<file path="config.mk">
export PLATFORM = sky130hd
export DESIGN_NAME = bnn_spi_top
export DESIGN_NICKNAME = d
export VERILOG_FILES = /design/src/bnn_spi_pkg.sv /design/src/spi_byte_rx.sv /design/src/ctrl_fsm.sv /design/src/image_buffer.sv /design/src/bnn_classifier.sv /design/src/bnn_spi_top.sv
export SDC_FILE = /design/constraint.sdc
export NUM_CORES = 2
export LEC_CHECK = 0
export ABC_AREA = 0
export BUFFER_PORTS_ARGS = -buffer_cell sky130_fd_sc_hd__buf_2
export CORE_MARGIN = 2
export CORE_UTILIZATION = 37
export CTS_CLUSTER_SIZE = 28
export DETAILED_ROUTE_END_ITERATION = 6
export SLEW_MARGIN = 40
export SYNTH_ARGS = -nofsm -noshare
export SYNTH_HDL_FRONTEND = slang
export SYNTH_SLANG_ARGS = --single-unit
</file>
<file path="constraint.sdc">
create_clock -name clk -period 20.1 [get_ports clk]
set_clock_uncertainty 0.1 [all_clocks]
set_input_delay 3.015 -clock clk [delete_from_list [all_inputs] [get_ports clk]]
set_output_delay 3.015 -clock clk [all_outputs]
set_load 0.005 [all_outputs]
</file>
<file path="src/bnn_spi_pkg.sv">
package bnn_spi_pkg;

  // ========================================================================
  // Widths that carry a meaning
  // ========================================================================
  // SPI bytes, buffer data and weights
  typedef logic [7:0] byte_t;
  // Buffer address 0 to 112
  typedef logic [6:0] img_addr_t;
  // Class score 0 to 900
  typedef logic [9:0] score_t;
  // Class index 0 to 9
  typedef logic [3:0] class_t;
  // Inter-byte timeout counter
  typedef logic [9:0] tmo_cnt_t;

  // ========================================================================
  // Image geometry and protocol constants
  // ========================================================================
  localparam int IMG_BITS       = 900;
  localparam int IMG_BYTES      = 113;
  // Valid low bits of the final byte
  localparam int LAST_BYTE_BITS = 4;
  localparam int NUM_CLASSES    = 10;

  localparam byte_t     LAST_BYTE_MASK = byte_t'((1 << LAST_BYTE_BITS) - 1);
  localparam img_addr_t LAST_ADDR      = img_addr_t'(IMG_BYTES - 1);
  localparam img_addr_t FULL_PTR       = img_addr_t'(IMG_BYTES);

  // Command codes
  localparam byte_t STATUS_REQUEST_CODE = 8'hFE;
  localparam byte_t IMG_TX_REQUEST_CODE = 8'hBF;

  // Idle cycles allowed between bytes of a transfer
  localparam int       TIMEOUT_CYCLES = 1024;
  localparam tmo_cnt_t TMO_LAST       = tmo_cnt_t'(TIMEOUT_CYCLES - 1);

  // Controller states
  typedef enum logic [2:0] {
    S_IDLE           = 3'd0,
    S_RX_CMD         = 3'd1,
    S_CMD_LATCH      = 3'd2,
    S_IMG_RX         = 3'd3,
    S_CMD_DISPATCH   = 3'd4,
    S_STATUS_READY   = 3'd5,
    S_WAIT_INFERENCE = 3'd6,
    S_CLEAR          = 3'd7
  } ctrl_state_t;

  // Fixed weight rule, low byte of a*(2c+3) + 29c
  // Only the low 8 bits matter so the math stays 8 bits wide
  function automatic byte_t weight_byte(input class_t c, input img_addr_t a);
    byte_t addr_v;
    byte_t mult_v;
    byte_t offs_v;
    addr_v = byte_t'(a);
    mult_v = byte_t'(c) * 8'd2 + 8'd3;
    offs_v = byte_t'(c) * 8'd29;
    return byte_t'(addr_v * mult_v + offs_v);
  endfunction

endpackage

</file>
<file path="src/spi_byte_rx.sv">
`timescale 1ns/1ps

module spi_byte_rx (
  input  logic               clk,
  input  logic               rst_n,
  input  logic               spi_sclk,
  input  logic               spi_mosi,
  input  logic               spi_cs_n,
  input  logic               byte_taken,
  output bnn_spi_pkg::byte_t rx_data,
  output logic               byte_valid,
  output logic               cs_n_sync
);

  // Pin order in the sync vectors is {cs_n, mosi, sclk}
  logic [2:0] pin_s1;
  logic [2:0] pin_s2;
  logic       sclk_prev;
  logic       sclk_rise;
  logic       mosi_sync;
  logic [2:0] bit_cnt;
  bnn_spi_pkg::byte_t shift_reg;

  // ========================================================================
  // Two-flop synchronizers for all three pins
  // ========================================================================
  // Chip select idles high
  always_ff @(posedge clk or negedge rst_n) begin
    if (!rst_n) begin
      pin_s1 <= 3'b100;
      pin_s2 <= 3'b100;
    end else begin
      pin_s1 <= {spi_cs_n, spi_mosi, spi_sclk};
      pin_s2 <= pin_s1;
    end
  end

  assign cs_n_sync = pin_s2[2];
  assign mosi_sync = pin_s2[1];
  assign sclk_rise = pin_s2[0] & ~sclk_prev;

  // ========================================================================
  // Mode 0 deserializer, MSB first
  // ========================================================================
  // Data shifts on every synced sclk rise inside the frame
  always_ff @(posedge clk) begin
    if (!cs_n_sync && sclk_rise) begin
      shift_reg <= {shift_reg[6:0], mosi_sync};
    end
  end

  // Shift register only moves again on the rise that drops byte_valid
  assign rx_data = shift_reg;

  always_ff @(posedge clk or negedge rst_n) begin
    if (!rst_n) begin
      sclk_prev  <= 1'b0;
      bit_cnt    <= 3'd0;
      byte_valid <= 1'b0;
    end else begin
      sclk_prev <= pin_s2[0];
      if (cs_n_sync) begin
        // Frame closed, drop partial byte
        bit_cnt    <= 3'd0;
        byte_valid <= 1'b0;
      end else if (sclk_rise) begin
        bit_cnt    <= bit_cnt + 3'd1;
        // High after eighth bit, low again on the next bit
        byte_valid <= (bit_cnt == 3'd7);
      end else if (byte_taken) begin
        byte_valid <= 1'b0;
      end
    end
  end

endmodule

</file>
<file path="src/ctrl_fsm.sv">
`timescale 1ns/1ps

module ctrl_fsm (
  input  logic                     clk,
  input  logic                     rst_n,
  input  logic                     cs_n_sync,
  input  bnn_spi_pkg::byte_t       rx_data,
  input  logic                     byte_valid,
  input  logic                     buffer_full,
  input  logic                     buffer_empty,
  input  logic                     result_ready,
  output logic                     byte_taken,
  output logic                     buffer_write_enable,
  output logic                     clear_buffer,
  output logic                     bnn_start,
  output logic                     status_ready,
  output logic                     send_image,
  output bnn_spi_pkg::ctrl_state_t fsm_state
);

  bnn_spi_pkg::ctrl_state_t ctrl_state;
  bnn_spi_pkg::ctrl_state_t next_state;
  bnn_spi_pkg::byte_t       command_byte;
  bnn_spi_pkg::tmo_cnt_t    timeout_cnt;
  logic cs_prev;
  logic byte_valid_prev;
  logic cs_falling;
  logic cs_rising;
  logic byte_rise;
  logic timeout;
  logic rx_active;
  logic status_req;
  logic img_req;

  // ========================================================================
  // Edge detection on chip select and byte_valid
  // ========================================================================
  always_ff @(posedge clk or negedge rst_n) begin
    if (!rst_n) begin
      cs_prev         <= 1'b1;
      byte_valid_prev <= 1'b0;
    end else begin
      cs_prev         <= cs_n_sync;
      byte_valid_prev <= byte_valid;
    end
  end

  assign cs_falling = ~cs_n_sync & cs_prev;
  assign cs_rising  = cs_n_sync & ~cs_prev;
  assign byte_rise  = byte_valid & ~byte_valid_prev;
  assign rx_active  = (ctrl_state == bnn_spi_pkg::S_RX_CMD) ||
                      (ctrl_state == bnn_spi_pkg::S_IMG_RX);

  // ========================================================================
  // Command latch and decode
  // ========================================================================
  // Captured on the first byte of the frame
  always_ff @(posedge clk) begin
    if (ctrl_state == bnn_spi_pkg::S_RX_CMD && byte_rise) begin
      command_byte <= rx_data;
    end
  end

  always_ff @(posedge clk or negedge rst_n) begin
    if (!rst_n) begin
      status_req <= 1'b0;
      img_req    <= 1'b0;
    end else if (ctrl_state == bnn_spi_pkg::S_CMD_LATCH) begin
      status_req <= (command_byte == bnn_spi_pkg::STATUS_REQUEST_CODE);
      img_req    <= (command_byte == bnn_spi_pkg::IMG_TX_REQUEST_CODE);
    end else if (ctrl_state == bnn_spi_pkg::S_IDLE) begin
      status_req <= 1'b0;
      img_req    <= 1'b0;
    end
  end

  // ========================================================================
  // Inter-byte timeout
  // ========================================================================
  // Restarts on every new byte while receiving
  always_ff @(posedge clk or negedge rst_n) begin
    if (!rst_n) begin
      timeout_cnt <= '0;
    end else if (rx_active && !byte_rise) begin
      timeout_cnt <= timeout_cnt + 1'b1;
    end else begin
      timeout_cnt <= '0;
    end
  end

  assign timeout = (timeout_cnt == bnn_spi_pkg::TMO_LAST);

  // ========================================================================
  // State register and next state
  // ========================================================================
  always_ff @(posedge clk or negedge rst_n) begin
    if (!rst_n) begin
      ctrl_state <= bnn_spi_pkg::S_IDLE;
    end else begin
      ctrl_state <= next_state;
    end
  end

  always_comb begin
    next_state = ctrl_state;
    case (ctrl_state)
      bnn_spi_pkg::S_IDLE: begin
        if (cs_falling) next_state = bnn_spi_pkg::S_RX_CMD;
      end
      bnn_spi_pkg::S_RX_CMD: begin
        if (timeout) next_state = bnn_spi_pkg::S_IDLE;
        else if (byte_rise) next_state = bnn_spi_pkg::S_CMD_LATCH;
      end
      bnn_spi_pkg::S_CMD_LATCH: next_state = bnn_spi_pkg::S_CMD_DISPATCH;
      bnn_spi_pkg::S_CMD_DISPATCH: begin
        // Unknown codes fall back to idle
        if (img_req) next_state = bnn_spi_pkg::S_IMG_RX;
        else if (status_req) next_state = bnn_spi_pkg::S_STATUS_READY;
        else next_state = bnn_spi_pkg::S_IDLE;
      end
      bnn_spi_pkg::S_STATUS_READY: next_state = bnn_spi_pkg::S_IDLE;
      bnn_spi_pkg::S_IMG_RX: begin
        // Full image wins over a late abort
        if (buffer_full) next_state = bnn_spi_pkg::S_WAIT_INFERENCE;
        else if (cs_rising || timeout) next_state = bnn_spi_pkg::S_CLEAR;
      end
      bnn_spi_pkg::S_WAIT_INFERENCE: begin
        if (result_ready) next_state = bnn_spi_pkg::S_CLEAR;
      end
      bnn_spi_pkg::S_CLEAR: begin
        if (buffer_empty) next_state = bnn_spi_pkg::S_IDLE;
      end
      default: next_state = bnn_spi_pkg::S_IDLE;
    endcase
  end

  // ========================================================================
  // Strobes and levels to the datapath
  // ========================================================================
  always_comb begin
    byte_taken          = 1'b0;
    buffer_write_enable = 1'b0;
    clear_buffer        = 1'b0;
    bnn_start           = 1'b0;
    case (ctrl_state)
      bnn_spi_pkg::S_RX_CMD: byte_taken = byte_rise;
      bnn_spi_pkg::S_IMG_RX: begin
        byte_taken          = byte_rise;
        // Late bytes past a full buffer are dropped
        buffer_write_enable = byte_rise & ~buffer_full;
      end
      bnn_spi_pkg::S_WAIT_INFERENCE: bnn_start = 1'b1;
      bnn_spi_pkg::S_CLEAR: clear_buffer = 1'b1;
      default: ;
    endcase
  end

  // Status flag lives until the next frame opens
  always_ff @(posedge clk or negedge rst_n) begin
    if (!rst_n) begin
      status_ready <= 1'b0;
    end else if (ctrl_state == bnn_spi_pkg::S_CMD_DISPATCH && !img_req && status_req) begin
      status_ready <= 1'b1;
    end else if (cs_falling) begin
      status_ready <= 1'b0;
    end
  end

  // Image transfer flag, dropped on return to idle
  always_ff @(posedge clk or negedge rst_n) begin
    if (!rst_n) begin
      send_image <= 1'b0;
    end else if (ctrl_state == bnn_spi_pkg::S_CMD_DISPATCH && img_req) begin
      send_image <= 1'b1;
    end else if (next_state == bnn_spi_pkg::S_IDLE) begin
      send_image <= 1'b0;
    end
  end

  assign fsm_state = ctrl_state;

endmodule

</file>
<file path="src/image_buffer.sv">
`timescale 1ns/1ps

module image_buffer (
  input  logic                   clk,
  input  logic                   rst_n,
  input  logic                   buffer_write_enable,
  input  bnn_spi_pkg::byte_t     wr_data,
  input  logic                   clear_buffer,
  input  bnn_spi_pkg::img_addr_t rd_addr,
  output bnn_spi_pkg::byte_t     rd_data,
  output logic                   buffer_full,
  output logic                   buffer_empty
);

  bnn_spi_pkg::byte_t     mem [bnn_spi_pkg::IMG_BYTES];
  bnn_spi_pkg::img_addr_t wr_ptr;
  bnn_spi_pkg::img_addr_t wr_ptr_next;

  // Clear only rewinds, every image overwrites all entries
  always_comb begin
    wr_ptr_next = wr_ptr;
    if (clear_buffer) wr_ptr_next = '0;
    else if (buffer_write_enable) wr_ptr_next = wr_ptr + 7'd1;
  end

  // Pointer and flags move together
  always_ff @(posedge clk or negedge rst_n) begin
    if (!rst_n) begin
      wr_ptr       <= '0;
      buffer_full  <= 1'b0;
      buffer_empty <= 1'b1;
    end else begin
      wr_ptr       <= wr_ptr_next;
      buffer_full  <= (wr_ptr_next == bnn_spi_pkg::FULL_PTR);
      buffer_empty <= (wr_ptr_next == '0);
    end
  end

  // Storage and synchronous read port
  always_ff @(posedge clk) begin
    if (buffer_write_enable && !clear_buffer) mem[wr_ptr] <= wr_data;
    rd_data <= mem[rd_addr];
  end

endmodule

</file>
<file path="src/bnn_classifier.sv">
`timescale 1ns/1ps

module bnn_classifier (
  input  logic                   clk,
  input  logic                   rst_n,
  input  logic                   bnn_start,
  input  bnn_spi_pkg::byte_t     rd_data,
  output bnn_spi_pkg::img_addr_t rd_addr,
  output logic                   result_ready,
  output bnn_spi_pkg::class_t    result_out
);

  typedef enum logic [1:0] {
    C_IDLE,
    C_SCAN,
    C_FINISH,
    C_DONE
  } cls_state_t;

  cls_state_t             cls_state;
  logic                   start_prev;
  logic                   d_vld;
  logic                   d_last;
  bnn_spi_pkg::img_addr_t d_addr;
  bnn_spi_pkg::byte_t     d_mask;
  bnn_spi_pkg::score_t    scores [bnn_spi_pkg::NUM_CLASSES];
  bnn_spi_pkg::score_t    best_score;
  bnn_spi_pkg::class_t    best_class;

  // ========================================================================
  // Scan control and read pipeline
  // ========================================================================
  // Address k issued in one cycle, data k seen the next, summed after
  always_ff @(posedge clk or negedge rst_n) begin
    if (!rst_n) begin
      cls_state    <= C_IDLE;
      start_prev   <= 1'b0;
      rd_addr      <= '0;
      d_vld        <= 1'b0;
      d_last       <= 1'b0;
      result_ready <= 1'b0;
      result_out   <= '0;
    end else begin
      start_prev   <= bnn_start;
      d_vld        <= (cls_state == C_SCAN);
      d_last       <= (cls_state == C_SCAN) && (rd_addr == bnn_spi_pkg::LAST_ADDR);
      result_ready <= 1'b0;
      case (cls_state)
        C_IDLE: begin
          rd_addr <= '0;
          if (bnn_start && !start_prev) cls_state <= C_SCAN;
        end
        C_SCAN: begin
          rd_addr <= rd_addr + 7'd1;
          if (rd_addr == bnn_spi_pkg::LAST_ADDR) cls_state <= C_FINISH;
        end
        C_FINISH: begin
          // Wait for the last byte to drain from the pipe
          if (!d_vld) begin
            result_out   <= best_class;
            result_ready <= 1'b1;
            cls_state    <= C_DONE;
          end
        end
        default: begin
          if (!bnn_start) cls_state <= C_IDLE;
        end
      endcase
    end
  end

  // Address of the byte now on rd_data, for the weight lookup
  always_ff @(posedge clk) begin
    d_addr <= rd_addr;
  end

  // ========================================================================
  // XNOR popcount accumulate
  // ========================================================================
  // Only the low bits of the final byte belong to the image
  assign d_mask = d_last ? bnn_spi_pkg::LAST_BYTE_MASK : 8'hFF;

  always_ff @(posedge clk) begin
    for (int c = 0; c < bnn_spi_pkg::NUM_CLASSES; c++) begin
      if (cls_state == C_IDLE) begin
        scores[c] <= '0;
      end else if (d_vld) begin
        scores[c] <= scores[c] + bnn_spi_pkg::score_t'($countones(
          ~(rd_data ^ bnn_spi_pkg::weight_byte(bnn_spi_pkg::class_t'(c), d_addr)) & d_mask));
      end
    end
  end

  // Argmax, strict compare keeps the lowest index on a tie
  always_comb begin
    best_score = scores[0];
    best_class = '0;
    for (int c = 1; c < bnn_spi_pkg::NUM_CLASSES; c++) begin
      if (scores[c] > best_score) begin
        best_score = scores[c];
        best_class = bnn_spi_pkg::class_t'(c);
      end
    end
  end

endmodule

</file>
<file path="src/bnn_spi_top.sv">
`timescale 1ns/1ps

module bnn_spi_top (
  input  logic                     clk,
  input  logic                     rst_n,
  input  logic                     spi_sclk,
  input  logic                     spi_mosi,
  input  logic                     spi_cs_n,
  output bnn_spi_pkg::class_t      result_out,
  output logic                     result_ready,
  output logic                     status_ready,
  output logic                     send_image,
  output bnn_spi_pkg::ctrl_state_t fsm_state
);

  // Receiver to controller
  bnn_spi_pkg::byte_t     rx_data;
  logic                   byte_valid;
  logic                   byte_taken;
  logic                   cs_n_sync;

  // Controller to buffer and classifier
  logic                   buffer_write_enable;
  logic                   clear_buffer;
  logic                   buffer_full;
  logic                   buffer_empty;
  logic                   bnn_start;

  // Classifier read port
  bnn_spi_pkg::img_addr_t rd_addr;
  bnn_spi_pkg::byte_t     rd_data;

  // ========================================================================
  // SPI front end
  // ========================================================================
  spi_byte_rx spi_byte_rx_i (
    .clk        (clk),
    .rst_n      (rst_n),
    .spi_sclk   (spi_sclk),
    .spi_mosi   (spi_mosi),
    .spi_cs_n   (spi_cs_n),
    .byte_taken (byte_taken),
    .rx_data    (rx_data),
    .byte_valid (byte_valid),
    .cs_n_sync  (cs_n_sync)
  );

  // ========================================================================
  // Sequencer
  // ========================================================================
  ctrl_fsm ctrl_fsm_i (
    .clk                 (clk),
    .rst_n               (rst_n),
    .cs_n_sync           (cs_n_sync),
    .rx_data             (rx_data),
    .byte_valid          (byte_valid),
    .buffer_full         (buffer_full),
    .buffer_empty        (buffer_empty),
    .result_ready        (result_ready),
    .byte_taken          (byte_taken),
    .buffer_write_enable (buffer_write_enable),
    .clear_buffer        (clear_buffer),
    .bnn_start           (bnn_start),
    .status_ready        (status_ready),
    .send_image          (send_image),
    .fsm_state           (fsm_state)
  );

  // ========================================================================
  // Image store and classifier
  // ========================================================================
  image_buffer image_buffer_i (
    .clk                 (clk),
    .rst_n               (rst_n),
    .buffer_write_enable (buffer_write_enable),
    .wr_data             (rx_data),
    .clear_buffer        (clear_buffer),
    .rd_addr             (rd_addr),
    .rd_data             (rd_data),
    .buffer_full         (buffer_full),
    .buffer_empty        (buffer_empty)
  );

  bnn_classifier bnn_classifier_i (
    .clk          (clk),
    .rst_n        (rst_n),
    .bnn_start    (bnn_start),
    .rd_data      (rd_data),
    .rd_addr      (rd_addr),
    .result_ready (result_ready),
    .result_out   (result_out)
  );

endmodule

</file>
==> metrics <==
status finished clean; initial antenna violation count 4; DRC viols 0; Root Buffer clkbuf_16; CTS resizes 0; M2 GR Usage ~28%; sequential share of power 54.8%; syn avg cell area 16.1 um^2; endpoint kind of the worst setup timing path flip-flop; reg2reg setup slack 1780 ps; crit path max fanout 22; Unique masters post-synth 75; hold_sp spi_byte_rx_i.pin_s1[0]$_DFF_PN0_; Row Count approximately 140; Horiz. Die Dim approximately 380 um; M1 GR Usage 22.4%; clock sink count 1091; critical path class reg2reg; R2R cell count between 80 and 90; largest net degree at the start of global routing 91; Die Y-Extent about 380 um; Clock Latency Late Sink 750 ps; worst hold path stage count 0; Seq/Total Area, Yosys roughly 61%; Final period util 91.2%; commonest register cell after synthesis edfxtp_1; WL/cell 22.6 um; Gate Count Post-Synth 3291; unrepaired setup endpoints after global routing false; max_cap viols 0; Combinational Power Share less than 1%; CP Data Required Time 20670 ps; Max VDD drop 0.0705 mV; Internal roughly 3.6 mW; Max H-tree Level 3; GR peak layer met2; cell family with most CP delay compound AO/OA/AOI/OAI gates; Routed Antenna Nets 0; Routed WL 120000 um; Via Count 27870; vias in the first global route 28817; via/cell ratio 5.23; switch share 20.2%; most frequent CP cell ha_1; number of top-level pins 15; Iter 0 DRT Violations 2038; GRT Total Usage 16.6%; RD Place Congestion between 0.8 and 0.9; post-layout minimum cycle time 18320 ps; CTS max path bufs 3; layout net count 3707; Synth async-reset ratio 5.13%; PortBufs 14; slowest stage delay, CP 600 ps; final hold viol count 0; # diodes 0; CTS Buf Count 111; layout cells sized above 1 17.6%; Area Growth Syn to Fin 11.7%; Critical R2R Capture bnn_classifier_i.result_out[1]$_DFFE_PN0P_; yosys warns 0; number of synthesized flops with an enable pin 1020; switching pwr 911 uW; Cell Area, Synth 52900 um^2; Pwr Total 4.51 mW; power density cells 76.3 nW/um^2; leading area contributor after synthesis edfxtp_1; TritonCTS clock tree yes; DRT Pass-1 Iters 5; #FFs+latches synth between 1000 and 1500; final slew viol count 0; Detail Placement HPWL 79900 um; Yosys top cell area share 57.9%; worst hold path type reg2reg; FF-to-FF Start bnn_classifier_i.scores[1][7]$_SDFFCE_PN0P_; max_slew headroom approximately 42%; leak pwr between 20 and 25 nW; Hold Path End spi_byte_rx_i.pin_s2[0]$_DFF_PN0_; # Post-CTS Setup Buffers 0; clk slew on worst S/H paths 60 ps; Final setup viols 0; critical path buffer and inverter count 4; gr ovfl total 0; CP arrival 18890 ps; syn_nets between 3000 and 4000; Setup TNS Final 0 ps; first-pass GRT wire length 183000 um; Slowest cell on crit path a211oi_1; Area contributors post-synth edfxtp_1 (58%), mux4_2 (13%), ha_1 (6.0%); CTS Hold Bufs 0; clock power share approximately 44%; Worst-Margin Slew just under 900 ps; core area 142000 um^2; Startpoint Class flip-flop; Min Hold Slack 249 ps; GR Util met3 2.27%; Initial Util approximately 37%; Peak Freq roughly 0.055 GHz; DIE AREA 146000 um^2
==> final cells by class <==
cell class / instances / area (um^2)
repair buffers: 68 / 647
well taps: 1890 / 2360
inverters: 218 / 818
multi-input cells: 1855 / 19400
clock inverters: 56 / 499
clock buffers: 152 / 3060
fillers: 12585 / 82600
flip-flops and latches: 1091 / 32400
==> synth_stat cells, types with 8 or more instances <==
cell and n:
and3_1 17, ha_1 255, nand3_1 46, xnor2_1 126, a21oi_1 84, o211a_1 8
nand2_1 96, mux2i_1 19, o21a_1 39, o211ai_1 25, mux2_2 18, mux4_2 296
nand2b_1 13, a22o_1 8, and2_1 33, o21bai_1 8, a31oi_1 12, dfxtp_1 15
o22ai_1 9, nor3_1 38, nand4_1 17, o21ai_0 50, xor2_1 70, dfrtp_1 52
nor2b_1 47, nor2_1 277, fa_1 102, inv_1 218, a21o_1 55, clkbuf_1 96
edfxtp_1 1020, buf_1 22
==> stage by stage <==
stage | setup WS (ps) | utilization (%) | instance area [um^2] | std cells
after floorplan | 3610 | - | 52900 | 3291
after global placement | 1310 | 39.0 | 55200 | 5111
after detailed placement | 1700 | 39.1 | 55500 | 5122
after CTS | 1600 | 41.7 | 59100 | 5330
after global routing | 106 | 41.7 | 59100 | 5330
final | 1780 | 41.7 | 59100 | 5330
==> power groups by stage <==
| stage | sequential [mW] | combinational, mW | clock, mW |
|---|---|---|---|
| final | 2.47 | 0.0375 | 2.00 |
| after global routing | 2.47 | 0.0427 | 2.12 |
| after CTS | 2.47 | 0.0382 | 2.04 |
| after detailed placement | 2.52 | 0.0381 | 0 |
| after global placement | 2.52 | 0.0350 | 0 |
| after floorplan | 2.52 | 0.0158 | 0 |
==> kinds of logic (layout without fill, tap and decap cells) <==
group | Yosys count | count (layout) | synth area share [%]
compound gates | 353 | 353 | 4.54
flops | 1091 | 1091 | 61.1
buf+inv | 345 | 494 | 2.48
simple gates | 615 | 615 | 5.38
fa+ha+maj | 357 | 357 | 9.89
mux | 334 | 334 | 13.4
xor+xnor | 196 | 196 | 3.24
==> cells in the final DEF (no fill, tap or decap), types with 9 or more instances in the layout <==
master and count:
mux2i_1 19, mux4_2 296, edfxtp_1 1020, o22ai_1 9
dfxtp_1 11, a31oi_1 12, clkinv_1 23, ha_1 255
buf_4 31, nand4_1 17, nor2_2 28, nand3_1 46
o21a_1 38, and2_1 33, clkbuf_1 30, buf_2 14
nor2_1 249, clkbuf_8 9, o21ai_0 50, o211ai_1 25
xor2_1 70, clkinv_2 17, xnor2_1 126, nor2b_1 47
and3_1 17, inv_1 218, nand2_1 94, buf_6 13
clkbuf_16 113, nand2b_1 12, dfrtp_1 48, fa_1 102
mux2_2 18, nor3_1 38, a21o_1 55, a21oi_1 84
==> sequential cells by signal, indices dropped and copies added (netlist names), 2 cells and up <==
register,flops
ctrl_fsm_i.timeout_cnt,10
image_buffer_i.rd_data,8
spi_byte_rx_i.pin_s2,3
bnn_classifier_i.scores,100
bnn_classifier_i.result_out,4
spi_byte_rx_i.pin_s1,3
spi_byte_rx_i.rx_data,8
ctrl_fsm_i.command_byte,8
ctrl_fsm_i.fsm_state,3
bnn_classifier_i.rd_addr,7
image_buffer_i.mem,904
bnn_classifier_i.d_addr,7
bnn_classifier_i.cls_state,2
image_buffer_i.wr_ptr,7
spi_byte_rx_i.bit_cnt,3
==> worst reg2reg max path, delay by kind of cell, from the launching register on <==
family          cells  cell delay [ps]
buf+inv             4              650
flops               1              470
compound gates     47             9680
simple gates       23             3830
fa+ha+maj           9             2830
mux                 3              730
==> worst max path at each step <==
stage	startpoint	to	slack [ps]	depth (start not counted)
2_1_floorplan	bnn_classifier_i.scores[1][6]$_SDFFCE_PN0P_	bnn_classifier_i.result_out[1]$_DFFE_PN0P_	3610	90
3_3_place_gp	bnn_classifier_i.scores[1][7]$_SDFFCE_PN0P_	bnn_classifier_i.result_out[1]$_DFFE_PN0P_	1310	86
3_5_place_dp	bnn_classifier_i.scores[1][7]$_SDFFCE_PN0P_	bnn_classifier_i.result_out[1]$_DFFE_PN0P_	1700	87
4_1_cts	bnn_classifier_i.scores[1][7]$_SDFFCE_PN0P_	bnn_classifier_i.result_out[1]$_DFFE_PN0P_	1600	87
5_1_grt	bnn_classifier_i.scores[1][7]$_SDFFCE_PN0P_	bnn_classifier_i.result_out[1]$_DFFE_PN0P_	110	87
6_report	bnn_classifier_i.scores[1][7]$_SDFFCE_PN0P_	bnn_classifier_i.result_out[1]$_DFFE_PN0P_	1780	86
==> metal layers <==
| metal | share of wire, % | vias to the layer above |
|---|---|---|
| met5 | 0.021 | - |
| met3 | 3.9 | 143 |
| li1 | - | 12677 |
| met2 | 50 | 573 |
| met4 | 1.8 | 4 |
| met1 | 44 | 14473 |
Power figures use the tool's default switching activity.
